**src/hdl/core_params.svh**
```systemverilog
// register map, IDs and version constants of the radio core control plane
// included by the settings, readback, PPS and routing blocks
`ifndef CORE_PARAMS_SVH
`define CORE_PARAMS_SVH

// settings register addresses
`define CORE_SR_MISC        8'd16
`define CORE_SR_READBACK    8'd32
`define CORE_SR_GPSDO_ST    8'd40
`define CORE_SR_PPS_SEL     8'd48

// compat and identification words
`define CORE_COMPAT_MAJOR   16'h000B
`define CORE_COMPAT_MINOR   16'h0000
`define CORE_MAGIC          32'hACE0BA5E

// stream routing
`define CORE_LOCAL_SID      8'h40
`define CORE_SID_MASK       8'hF0

// status byte, one radio in this build
`define CORE_RADIO_COUNT    8'd1

// internal PPS period in radio_clk cycles
`define CORE_PPS_PERIOD     100000000

`endif

```
**src/hdl/cvita_pkg.sv**
```systemverilog
// packet format types for the control and response streams
// import in any block that handles stream beats
`default_nettype none

package cvita_pkg;

    // first beat of every packet
    typedef struct packed {
        logic [15:0] seqnum;
        logic [15:0] length;
        logic [15:0] src_sid;
        logic [15:0] dst_sid;
    } cvita_hdr_t;

    // second beat of a command packet
    typedef struct packed {
        logic [23:0] reserved;
        logic [7:0]  addr;
        logic [31:0] data;
    } cvita_cmd_t;

    // one data word, decoded by position in the packet
    typedef union packed {
        cvita_hdr_t hdr;
        cvita_cmd_t cmd;
    } cvita_beat_u;

    // stream beat, ready travels back separately
    typedef struct packed {
        cvita_beat_u tdata;
        logic        tlast;
        logic        tvalid;
    } axis_beat_t;

endpackage

`default_nettype wire

```
**src/hdl/core_regs_pkg.sv**
```systemverilog
// register side types: settings bus and the select encodings
// import in blocks that drive or decode settings
`default_nettype none

package core_regs_pkg;

    // single-cycle write strobe with address and data
    typedef struct packed {
        logic        stb;
        logic [7:0]  addr;
        logic [31:0] data;
    } set_bus_t;

    // readback word select
    typedef enum logic [1:0] {
        RB_COMPAT   = 2'd0,
        RB_RESERVED = 2'd1,
        RB_STATUS   = 2'd2,
        RB_LOCK     = 2'd3
    } rb_sel_e;

    // PPS source select
    typedef enum logic [1:0] {
        PPS_GPSDO = 2'd0,
        PPS_EXT   = 2'd1,
        PPS_INT   = 2'd2,
        PPS_OFF   = 2'd3
    } pps_sel_e;

endpackage

`default_nettype wire

```
**src/hdl/ctrl_router.sv**
```systemverilog
// steers each control packet to the local processor or the forward port
// decision taken on the header beat, no added latency
`default_nettype none
`timescale 1ns/10ps

`include "core_params.svh"

module ctrl_router
    import cvita_pkg::*;
(
    input  wire        radio_clk,
    input  wire        bus_rst,
    input  axis_beat_t i_ctrl,
    output logic       o_ctrl_ready,
    output axis_beat_t o_local,
    input  wire        i_local_ready,
    output axis_beat_t o_fwd_ctrl,
    input  wire        i_fwd_ready
);

    logic r_first;
    logic r_local;
    logic id_match;
    logic sel_local;
    logic xfer;

    // masked compare of the low byte of the destination
    assign id_match  = (i_ctrl.tdata.hdr.dst_sid[7:0] & `CORE_SID_MASK) == `CORE_LOCAL_SID;
    assign sel_local = r_first ? id_match : r_local;

    //////////////////////////////////////////////////
    // steering
    //////////////////////////////////////////////////
    always_comb begin
        o_local           = i_ctrl;
        o_fwd_ctrl        = i_ctrl;
        o_local.tvalid    = i_ctrl.tvalid && sel_local;
        o_fwd_ctrl.tvalid = i_ctrl.tvalid && !sel_local;
        o_ctrl_ready      = sel_local ? i_local_ready : i_fwd_ready;
    end

    assign xfer = i_ctrl.tvalid && o_ctrl_ready;

    // hold the destination until tlast
    always_ff @(posedge radio_clk) begin
        if (bus_rst) begin
            r_first <= 1'b1;
            r_local <= 1'b0;
        end else if (xfer) begin
            if (i_ctrl.tlast) begin
                r_first <= 1'b1;
            end else if (r_first) begin
                r_first <= 1'b0;
                r_local <= id_match;
            end
        end
    end

endmodule

`default_nettype wire

```
**src/hdl/core_ctrl_proc.sv**
```systemverilog
// local control processor: decodes header plus command, issues one settings
// write and answers with a header and the readback word
`default_nettype none
`timescale 1ns/10ps

module core_ctrl_proc
    import cvita_pkg::*;
    import core_regs_pkg::*;
(
    input  wire         radio_clk,
    input  wire         bus_rst,
    input  axis_beat_t  i_ctrl,
    output logic        o_ctrl_ready,
    output axis_beat_t  o_resp,
    input  wire         i_resp_ready,
    output set_bus_t    o_set,
    input  wire  [63:0] i_rb_data
);

    typedef enum logic [2:0] {
        ST_HDR,
        ST_CMD,
        ST_WRITE,
        ST_RESP_HDR,
        ST_RESP_PAY,
        ST_DRAIN
    } state_e;

    state_e      r_state;
    cvita_hdr_t  r_hdr;
    cvita_hdr_t  resp_hdr;
    logic        r_more;
    logic        r_set_stb;
    logic [7:0]  r_set_addr;
    logic [31:0] r_set_data;
    logic [63:0] r_rb;
    logic        ctrl_xfer;
    logic        resp_xfer;

    assign o_ctrl_ready = (r_state == ST_HDR) || (r_state == ST_CMD) || (r_state == ST_DRAIN);
    assign ctrl_xfer    = i_ctrl.tvalid && o_ctrl_ready;
    assign resp_xfer    = o_resp.tvalid && i_resp_ready;

    assign o_set = '{stb: r_set_stb, addr: r_set_addr, data: r_set_data};

    //////////////////////////////////////////////////
    // packet FSM
    //////////////////////////////////////////////////
    always_ff @(posedge radio_clk) begin
        if (bus_rst) begin
            r_state   <= ST_HDR;
            r_more    <= 1'b0;
            r_set_stb <= 1'b0;
        end else begin
            r_set_stb <= 1'b0;
            case (r_state)
                // header with tlast has no command, drop it
                ST_HDR: if (ctrl_xfer && !i_ctrl.tlast) r_state <= ST_CMD;
                ST_CMD: begin
                    if (ctrl_xfer) begin
                        r_set_stb <= 1'b1;
                        r_more    <= !i_ctrl.tlast;
                        r_state   <= ST_WRITE;
                    end
                end
                ST_WRITE: r_state <= ST_RESP_HDR;
                ST_RESP_HDR: if (resp_xfer) r_state <= ST_RESP_PAY;
                ST_RESP_PAY: if (resp_xfer) r_state <= r_more ? ST_DRAIN : ST_HDR;
                // extra beats after the command
                ST_DRAIN: if (ctrl_xfer && i_ctrl.tlast) r_state <= ST_HDR;
                default: r_state <= ST_HDR;
            endcase
        end
    end

    // header, command fields and readback sample
    always_ff @(posedge radio_clk) begin
        if (r_state == ST_HDR && ctrl_xfer) begin
            r_hdr <= i_ctrl.tdata.hdr;
        end
        if (r_state == ST_CMD && ctrl_xfer) begin
            r_set_addr <= i_ctrl.tdata.cmd.addr;
            r_set_data <= i_ctrl.tdata.cmd.data;
        end
        // taken after the write, so a select change shows up here
        if (r_state == ST_RESP_HDR && resp_xfer) begin
            r_rb <= i_rb_data;
        end
    end

    //////////////////////////////////////////////////
    // response beats
    //////////////////////////////////////////////////
    always_comb begin
        resp_hdr = '{seqnum:  r_hdr.seqnum,
                     length:  r_hdr.length,
                     src_sid: r_hdr.dst_sid,
                     dst_sid: r_hdr.src_sid};
        o_resp.tvalid = (r_state == ST_RESP_HDR) || (r_state == ST_RESP_PAY);
        o_resp.tlast  = (r_state == ST_RESP_PAY);
        if (r_state == ST_RESP_PAY) begin
            o_resp.tdata = cvita_beat_u'(r_rb);
        end else begin
            o_resp.tdata.hdr = resp_hdr;
        end
    end

endmodule

`default_nettype wire

```
**src/hdl/settings_bank.sv**
```systemverilog
// core settings registers, each loaded on a strobe at its own address
`default_nettype none
`timescale 1ns/10ps

`include "core_params.svh"

module settings_bank
    import core_regs_pkg::*;
(
    input  wire         radio_clk,
    input  wire         bus_rst,
    input  set_bus_t    i_set,
    output logic [31:0] o_misc_outs,
    output rb_sel_e     o_rb_sel,
    output logic [7:0]  o_gpsdo_st,
    output pps_sel_e    o_pps_sel
);

    logic wr_misc;
    logic wr_rb_sel;
    logic wr_gpsdo;
    logic wr_pps_sel;

    // address decode
    assign wr_misc    = i_set.stb && (i_set.addr == `CORE_SR_MISC);
    assign wr_rb_sel  = i_set.stb && (i_set.addr == `CORE_SR_READBACK);
    assign wr_gpsdo   = i_set.stb && (i_set.addr == `CORE_SR_GPSDO_ST);
    assign wr_pps_sel = i_set.stb && (i_set.addr == `CORE_SR_PPS_SEL);

    always_ff @(posedge radio_clk) begin
        if (bus_rst) begin
            o_misc_outs <= 32'd0;
            o_rb_sel    <= RB_COMPAT;
            o_pps_sel   <= PPS_GPSDO;
        end else begin
            if (wr_misc) o_misc_outs <= i_set.data;
            if (wr_rb_sel) o_rb_sel <= rb_sel_e'(i_set.data[1:0]);
            if (wr_pps_sel) o_pps_sel <= pps_sel_e'(i_set.data[1:0]);
        end
    end

    // gpsdo status survives a core reset
    always_ff @(posedge radio_clk) begin
        if (wr_gpsdo) o_gpsdo_st <= i_set.data[7:0];
    end

endmodule

`default_nettype wire

```
**src/hdl/readback_mux.sv**
```systemverilog
// readback word for the control processor, lock bits synchronized first
`default_nettype none
`timescale 1ns/10ps

`include "core_params.svh"

module readback_mux
    import core_regs_pkg::*;
(
    input  wire         radio_clk,
    input  wire         bus_rst,
    input  rb_sel_e     i_rb_sel,
    input  wire  [7:0]  i_gpsdo_st,
    input  wire  [31:0] i_rb_misc,
    input  wire  [1:0]  i_lock,
    output logic [63:0] o_rb_data
);

    logic [1:0] r_lock_meta;
    logic [1:0] r_lock;

    // front-end lock bits, two stages
    always_ff @(posedge radio_clk) begin
        if (bus_rst) begin
            r_lock_meta <= 2'b00;
            r_lock      <= 2'b00;
        end else begin
            r_lock_meta <= i_lock;
            r_lock      <= r_lock_meta;
        end
    end

    always_comb begin
        case (i_rb_sel)
            RB_COMPAT: o_rb_data = {`CORE_MAGIC, `CORE_COMPAT_MAJOR, `CORE_COMPAT_MINOR};
            RB_STATUS: o_rb_data = {16'h0, `CORE_RADIO_COUNT, i_gpsdo_st, i_rb_misc};
            RB_LOCK:   o_rb_data = {62'h0, r_lock};
            // spi readback slot, no spi core here
            default:   o_rb_data = 64'h0;
        endcase
    end

endmodule

`default_nettype wire

```
**src/hdl/pps_select.sv**
```systemverilog
// PPS source selection: gpsdo, external or internal divider
// every source goes through the same two-flop synchronizer
`default_nettype none
`timescale 1ns/10ps

`include "core_params.svh"

module pps_select
    import core_regs_pkg::*;
#(
    parameter int PPS_PERIOD = `CORE_PPS_PERIOD
) (
    input  wire      radio_clk,
    input  wire      bus_rst,
    input  wire      i_pps_gpsdo,
    input  wire      i_pps_ext,
    input  pps_sel_e i_pps_sel,
    output logic     o_pps
);

    localparam int CNT_W = $clog2(PPS_PERIOD);
    localparam logic [CNT_W-1:0] CNT_LAST = CNT_W'(PPS_PERIOD - 1);

    logic [CNT_W-1:0] r_cnt;
    logic             r_int_pps;
    logic [1:0]       r_gpsdo_del;
    logic [1:0]       r_ext_del;
    logic [1:0]       r_int_del;

    //////////////////////////////////////////////////
    // internal divider and synchronizers
    //////////////////////////////////////////////////
    always_ff @(posedge radio_clk) begin
        if (bus_rst) begin
            r_cnt       <= '0;
            r_int_pps   <= 1'b0;
            r_gpsdo_del <= 2'b00;
            r_ext_del   <= 2'b00;
            r_int_del   <= 2'b00;
        end else begin
            r_cnt       <= (r_cnt == CNT_LAST) ? '0 : r_cnt + 1'b1;
            // one cycle high per period
            r_int_pps   <= (r_cnt == CNT_LAST);
            r_gpsdo_del <= {r_gpsdo_del[0], i_pps_gpsdo};
            r_ext_del   <= {r_ext_del[0], i_pps_ext};
            r_int_del   <= {r_int_del[0], r_int_pps};
        end
    end

    always_comb begin
        case (i_pps_sel)
            PPS_GPSDO: o_pps = r_gpsdo_del[1];
            PPS_EXT:   o_pps = r_ext_del[1];
            PPS_INT:   o_pps = r_int_del[1];
            default:   o_pps = 1'b0;
        endcase
    end

endmodule

`default_nettype wire

```
**src/hdl/resp_arbiter.sv**
```systemverilog
// two-input packet arbiter for the response stream
// round robin between packets with the grant held until tlast
`default_nettype none
`timescale 1ns/10ps

module resp_arbiter
    import cvita_pkg::*;
(
    input  wire        radio_clk,
    input  wire        bus_rst,
    input  axis_beat_t i_local,
    output logic       o_local_ready,
    input  axis_beat_t i_fwd,
    output logic       o_fwd_ready,
    output axis_beat_t o_resp,
    input  wire        i_resp_ready
);

    logic r_busy;
    logic r_grant;
    logic r_prio;
    logic pick;
    logic sel;
    logic xfer;

    // r_prio names the favoured input while no packet is open
    always_comb begin
        if (r_prio) begin
            pick = i_fwd.tvalid ? 1'b1 : !i_local.tvalid;
        end else begin
            pick = i_local.tvalid ? 1'b0 : i_fwd.tvalid;
        end
    end

    assign sel           = r_busy ? r_grant : pick;
    assign o_resp        = sel ? i_fwd : i_local;
    assign o_local_ready = !sel && i_resp_ready;
    assign o_fwd_ready   = sel && i_resp_ready;
    assign xfer          = o_resp.tvalid && i_resp_ready;

    //////////////////////////////////////////////////
    // packet lock and pointer
    //////////////////////////////////////////////////
    always_ff @(posedge radio_clk) begin
        if (bus_rst) begin
            r_busy  <= 1'b0;
            r_grant <= 1'b0;
            r_prio  <= 1'b0;
        end else if (xfer && o_resp.tlast) begin
            r_busy <= 1'b0;
            r_prio <= !sel;
        end else if (o_resp.tvalid) begin
            // a presented beat keeps its source until the packet ends
            r_busy  <= 1'b1;
            r_grant <= sel;
        end
    end

endmodule

`default_nettype wire

```
**src/hdl/radio_core.sv**
```systemverilog
// control plane of the radio core: routing, control processor,
// settings, readback, PPS select and response merge
`default_nettype none
`timescale 1ns/10ps

`include "core_params.svh"

module radio_core
    import cvita_pkg::*;
    import core_regs_pkg::*;
#(
    parameter int PPS_PERIOD = `CORE_PPS_PERIOD
) (
    input  wire         radio_clk,
    input  wire         bus_rst,
    input  axis_beat_t  i_ctrl,
    output logic        o_ctrl_ready,
    output axis_beat_t  o_resp,
    input  wire         i_resp_ready,
    output axis_beat_t  o_fwd_ctrl,
    input  wire         i_fwd_ready,
    input  axis_beat_t  i_fwd_resp,
    output logic        o_fwd_resp_ready,
    input  wire  [31:0] i_rb_misc,
    input  wire  [1:0]  i_lock,
    input  wire         i_pps_gpsdo,
    input  wire         i_pps_ext,
    output logic        o_pps,
    output logic [31:0] o_misc_outs
);

    axis_beat_t  local_ctrl;
    logic        local_ctrl_ready;
    axis_beat_t  local_resp;
    logic        local_resp_ready;
    set_bus_t    set_bus;
    rb_sel_e     rb_sel;
    pps_sel_e    pps_sel;
    logic [7:0]  gpsdo_st;
    logic [63:0] rb_data;

    ctrl_router u_ctrl_router (
        .radio_clk     (radio_clk),
        .bus_rst       (bus_rst),
        .i_ctrl        (i_ctrl),
        .o_ctrl_ready  (o_ctrl_ready),
        .o_local       (local_ctrl),
        .i_local_ready (local_ctrl_ready),
        .o_fwd_ctrl    (o_fwd_ctrl),
        .i_fwd_ready   (i_fwd_ready)
    );

    core_ctrl_proc u_core_ctrl_proc (
        .radio_clk    (radio_clk),
        .bus_rst      (bus_rst),
        .i_ctrl       (local_ctrl),
        .o_ctrl_ready (local_ctrl_ready),
        .o_resp       (local_resp),
        .i_resp_ready (local_resp_ready),
        .o_set        (set_bus),
        .i_rb_data    (rb_data)
    );

    settings_bank u_settings_bank (
        .radio_clk   (radio_clk),
        .bus_rst     (bus_rst),
        .i_set       (set_bus),
        .o_misc_outs (o_misc_outs),
        .o_rb_sel    (rb_sel),
        .o_gpsdo_st  (gpsdo_st),
        .o_pps_sel   (pps_sel)
    );

    readback_mux u_readback_mux (
        .radio_clk  (radio_clk),
        .bus_rst    (bus_rst),
        .i_rb_sel   (rb_sel),
        .i_gpsdo_st (gpsdo_st),
        .i_rb_misc  (i_rb_misc),
        .i_lock     (i_lock),
        .o_rb_data  (rb_data)
    );

    pps_select #(
        .PPS_PERIOD (PPS_PERIOD)
    ) u_pps_select (
        .radio_clk   (radio_clk),
        .bus_rst     (bus_rst),
        .i_pps_gpsdo (i_pps_gpsdo),
        .i_pps_ext   (i_pps_ext),
        .i_pps_sel   (pps_sel),
        .o_pps       (o_pps)
    );

    // local responses on input 0, radio responses on input 1
    resp_arbiter u_resp_arbiter (
        .radio_clk     (radio_clk),
        .bus_rst       (bus_rst),
        .i_local       (local_resp),
        .o_local_ready (local_resp_ready),
        .i_fwd         (i_fwd_resp),
        .o_fwd_ready   (o_fwd_resp_ready),
        .o_resp        (o_resp),
        .i_resp_ready  (i_resp_ready)
    );

endmodule

`default_nettype wire

```
**config.mk**
```make
export PLATFORM = sky130hd
export DESIGN_NAME = radio_core
export DESIGN_NICKNAME = d
export VERILOG_FILES = /design/src/hdl/cvita_pkg.sv /design/src/hdl/core_regs_pkg.sv /design/src/hdl/ctrl_router.sv /design/src/hdl/core_ctrl_proc.sv /design/src/hdl/settings_bank.sv /design/src/hdl/readback_mux.sv /design/src/hdl/pps_select.sv /design/src/hdl/resp_arbiter.sv /design/src/hdl/radio_core.sv
export VERILOG_INCLUDE_DIRS = /design/src /design/src/hdl
export SDC_FILE = /design/constraint.sdc
export NUM_CORES = 1
export LEC_CHECK = 0
export CORE_MARGIN = 1
export CORE_UTILIZATION = 40
export DETAILED_ROUTE_END_ITERATION = 8
export DONT_BUFFER_PORTS = 1
export GPL_TIMING_DRIVEN = 0
export PLACE_DENSITY = 0.57
export SLEW_MARGIN = 20
export SYNTH_ARGS = -nofsm -noshare
export SYNTH_HDL_FRONTEND = slang
export SYNTH_SLANG_ARGS = --single-unit
```
**constraint.sdc**
```tcl
create_clock -name radio_clk -period 10.5 [get_ports radio_clk]
set_input_delay 0.525 -clock radio_clk [delete_from_list [all_inputs] [get_ports radio_clk]]
set_output_delay 0.525 -clock radio_clk [all_outputs]
set_load 0.005 [all_outputs]
```
==> metrics.cfg <==
[worst_setup_path]
cp_top_family = buffers and inverters
required_ns = 9.98
worstPathMaxFanout = 10
crit_slowest_cell = clkbuf_1
path_class = flip-flop to primary output
endpoint_kind = primary output
cp_num_cells = 8
cp_cell_sequence = buf_2, and3b_1, buf_2, o21ai_1, a21o_1, buf_2, clkbuf_1, o21ai_0
crit_top_cell = buf_2
arrival_ns = 3.29
rr_startpoint = u_core_ctrl_proc.r_state[0]$_SDFFE_PP0P_
slowest_delay_ns = 0.68
critPathBufInv = 4
rrSetupSlack_ns = 7.86
reg2reg_depth = 8
rr_endpoint = u_core_ctrl_proc.r_hdr[61]$_DFFE_PP_
startpoint_type = flip-flop

[clock_tree]
hold_buffers = 0
cts_max_path_buffers = 3
cts_buffers = 27
htreeDepth = 1
clock-sinks = 238
clock_latency_ns = 0.54
cts_root_buf = clkbuf_16
postCtsSetupBuffers = 0
cts_tree = built
cts_resized = 0
clk_pin_slew_ns = 0.06

[route]
routed_wirelength_mm = 28.9
drt_iter0_markers = 395
drc = 0
vias = 6949
met1_length_mm = 12.0
dr_wl_met2_mm = 14.0
viasPerCell = 5.26
highest_layer = met4
wl_per_cell_um = 21.9
dr.pass1.iters = 5
met3_length_mm = 2.22
ant_nets = 0

[power]
combPwrFrac = 0.053
finalPower_mw = 2.05
power_density_nw_per_um2 = 176
p_clk_frac = 0.455
p_int_mw = 1.60
p_switching_mw = 0.454
peakVddDrop_mv = 0.128
swShare = 0.221
leakage_nw = 4.08
seqPwrFrac = 0.492

[finish]
area_growth_pct = 14.2
drive_gt1_frac = 0.164
stdcell_count = 1320
post-route-util = 0.464
final_cell_mix = nand2_1, edfxtp_1, dfxtp_1
nets = 1143
stdcell_area_um2 = 11700
final_common_cell = nand2_1
num_antenna_cells = 0

[yosys]
syn_inst = 919
synth_flop_cell = edfxtp_1
async_reset_ff_frac = 0
synth_top_area_frac = 0.453
yosysTopAreaCell = edfxtp_1
synth_area_leaders = edfxtp_1, dfxtp_1, nand2_1
synth_seq_cells = 238
synth_edf_count = 154
seq_area_frac_synth = 0.618
synth.avg_cell_area_um2 = 11.1
synth_area_um2 = 10200
synth_nets = 1092
yosys_warnings = 0
ys_types = 61

[hold_path]
hold-path-endpoint = u_core_ctrl_proc.r_set_data[28]$_DFFE_PP_
hp-start = i_ctrl[30]
min_path_type = input pin to flip-flop
holdPathStages = 0

[grt]
antenna_found_initial = 0
grt_pass1_wl_mm = 41.1
grt_pass1_vias = 6569
grt_overflow = 0
grt_max_degree = 45
grtUsageTotal = 0.215

[die]
io_pins = 339
die_area_um2 = 26200
core_region_area_um2 = 25100
fp-row-count = 58
die_w_um = 162
start_util = 0.406
fp.dieH_um = 162

[place]
gp_congestion = 0.870
dp.cells = 1271
post_dp_cell_area_um2 = 10800
portBuffers = 0
dp_hpwl_mm = 21.5
dp_worst_setup_slack_ns = 6.43

[sta]
tightest_slew_ns = 0.879
finalHoldViolations = 0
maxSlewHeadroom = 0.406
finClkSkew_ns = 0.0145
hold_slack_ns = 0.0798
rsz0062_at_grt = false
setup_slack_ns = 6.68
fin_crit_ns = 3.82
final_max_slew_viol_count = 0
fin_crit_sh = 0.364
fmax_mhz = 262
setup_viol = 0
setup-tns-final_ns = 0

[run_status]
status = completed

[flow_run]
max-cap-violations = 0

==> cell families (layout without fill, tap and decap cells) <==
| family | Yosys count | after routing | share of synthesized area |
|---|---|---|---|
| adder cells (fa/ha/maj) | 1 | 1 | 0.00123 |
| buffers and inverters | 134 | 205 | 0.0758 |
| multiplexers | 51 | 51 | 0.0501 |
| flip-flops | 238 | 238 | 0.618 |
| AND/OR/NAND/NOR | 316 | 316 | 0.152 |
| XOR/XNOR | 18 | 18 | 0.0154 |
| AO/OA/AOI/OAI | 161 | 161 | 0.0875 |
==> flip-flops by register name, indices dropped and copies added, names as in the netlist, 3 cells and up <==
| name | flops |
|---|---|
| u_core_ctrl_proc.r_hdr | 64 |
| u_core_ctrl_proc.r_rb | 42 |
| u_core_ctrl_proc.r_set_addr | 8 |
| u_core_ctrl_proc.r_set_data | 32 |
| u_core_ctrl_proc.r_state | 3 |
| u_pps_select.r_cnt | 27 |
| u_settings_bank.o_gpsdo_st | 8 |
| u_settings_bank.o_misc_outs | 32 |
==> cell type report <==
cell class | instances | area (um2)
plain buffers | 113 | 694
clock buffers | 30 | 707
clock inverters | 19 | 176
fillers | 2334 | 13500
inverters | 21 | 78.8
multi-input cells | 547 | 3150
flip-flops and latches | 238 | 6310
well taps | 330 | 413
repair buffers | 22 | 128
==> synthesized netlist by cell type (2+ instances only) <==
cell       instances
mux2i_1           50
clkbuf_1          30
nand2_1          157
nand3_1           11
xor2_1            15
and4_1             3
buf_1              2
o2111ai_1          2
nand4_1           10
nand2b_1           2
or4_1              3
nor3_1            10
xnor2_1            3
inv_1             21
nand3b_1           4
and2_1            35
dfxtp_1           84
nor2_1            37
nor2b_1           13
edfxtp_1         154
buf_2             15
nor4b_1            3
or3_1              2
a31oi_1            8
o21ai_0           70
nor4_1             7
a21oi_1           63
buf_4             65
and3_1             7
nor4_2             2
==> metal layers <==
metal	global-route usage	vias to the layer above
li1	-	3273
met1	0.272	3289
met2	0.360	333
met3	0.0511	54
met4	0.0725	0
met5	0	-
==> power by group through the flow <==
stage / registers, mW / logic, mW / clock network [mW]
final: 1.01 / 0.109 / 0.933
after global routing: 1.01 / 0.120 / 0.987
after CTS: 1.01 / 0.111 / 0.950
after detailed placement: 1.03 / 0.111 / 0
after global placement: 1.03 / 0.109 / 0
after floorplan: 1.03 / 0.0754 / 0
==> how the worst max path moves through the flow <==
stage,endpoint,slack (ns),startpoint
global route,o_resp[48],6.50,u_core_ctrl_proc.r_state[2]$_SDFFE_PP0P_
global placement,u_core_ctrl_proc.r_hdr[25]$_DFFE_PP_,-3.64,i_ctrl[7]
floorplan,u_core_ctrl_proc.r_hdr[0]$_DFFE_PP_,2.20,i_ctrl[7]
detailed placement,u_core_ctrl_proc.r_hdr[26]$_DFFE_PP_,6.43,i_ctrl[7]
finish,o_resp[48],6.68,u_core_ctrl_proc.r_state[2]$_SDFFE_PP0P_
CTS,o_resp[48],6.63,u_core_ctrl_proc.r_state[2]$_SDFFE_PP0P_
==> worst reg2reg max path: stages, from the launching register on <==
cell,delay [ns]
dfxtp_1,0.30
buf_2,0.16
nor2_1,0.18
nor4b_2,0.59
buf_4,0.28
buf_2,0.22
buf_2,0.21
buf_2,0.22
buf_4,0.19
Power figures use the tool's default switching activity.
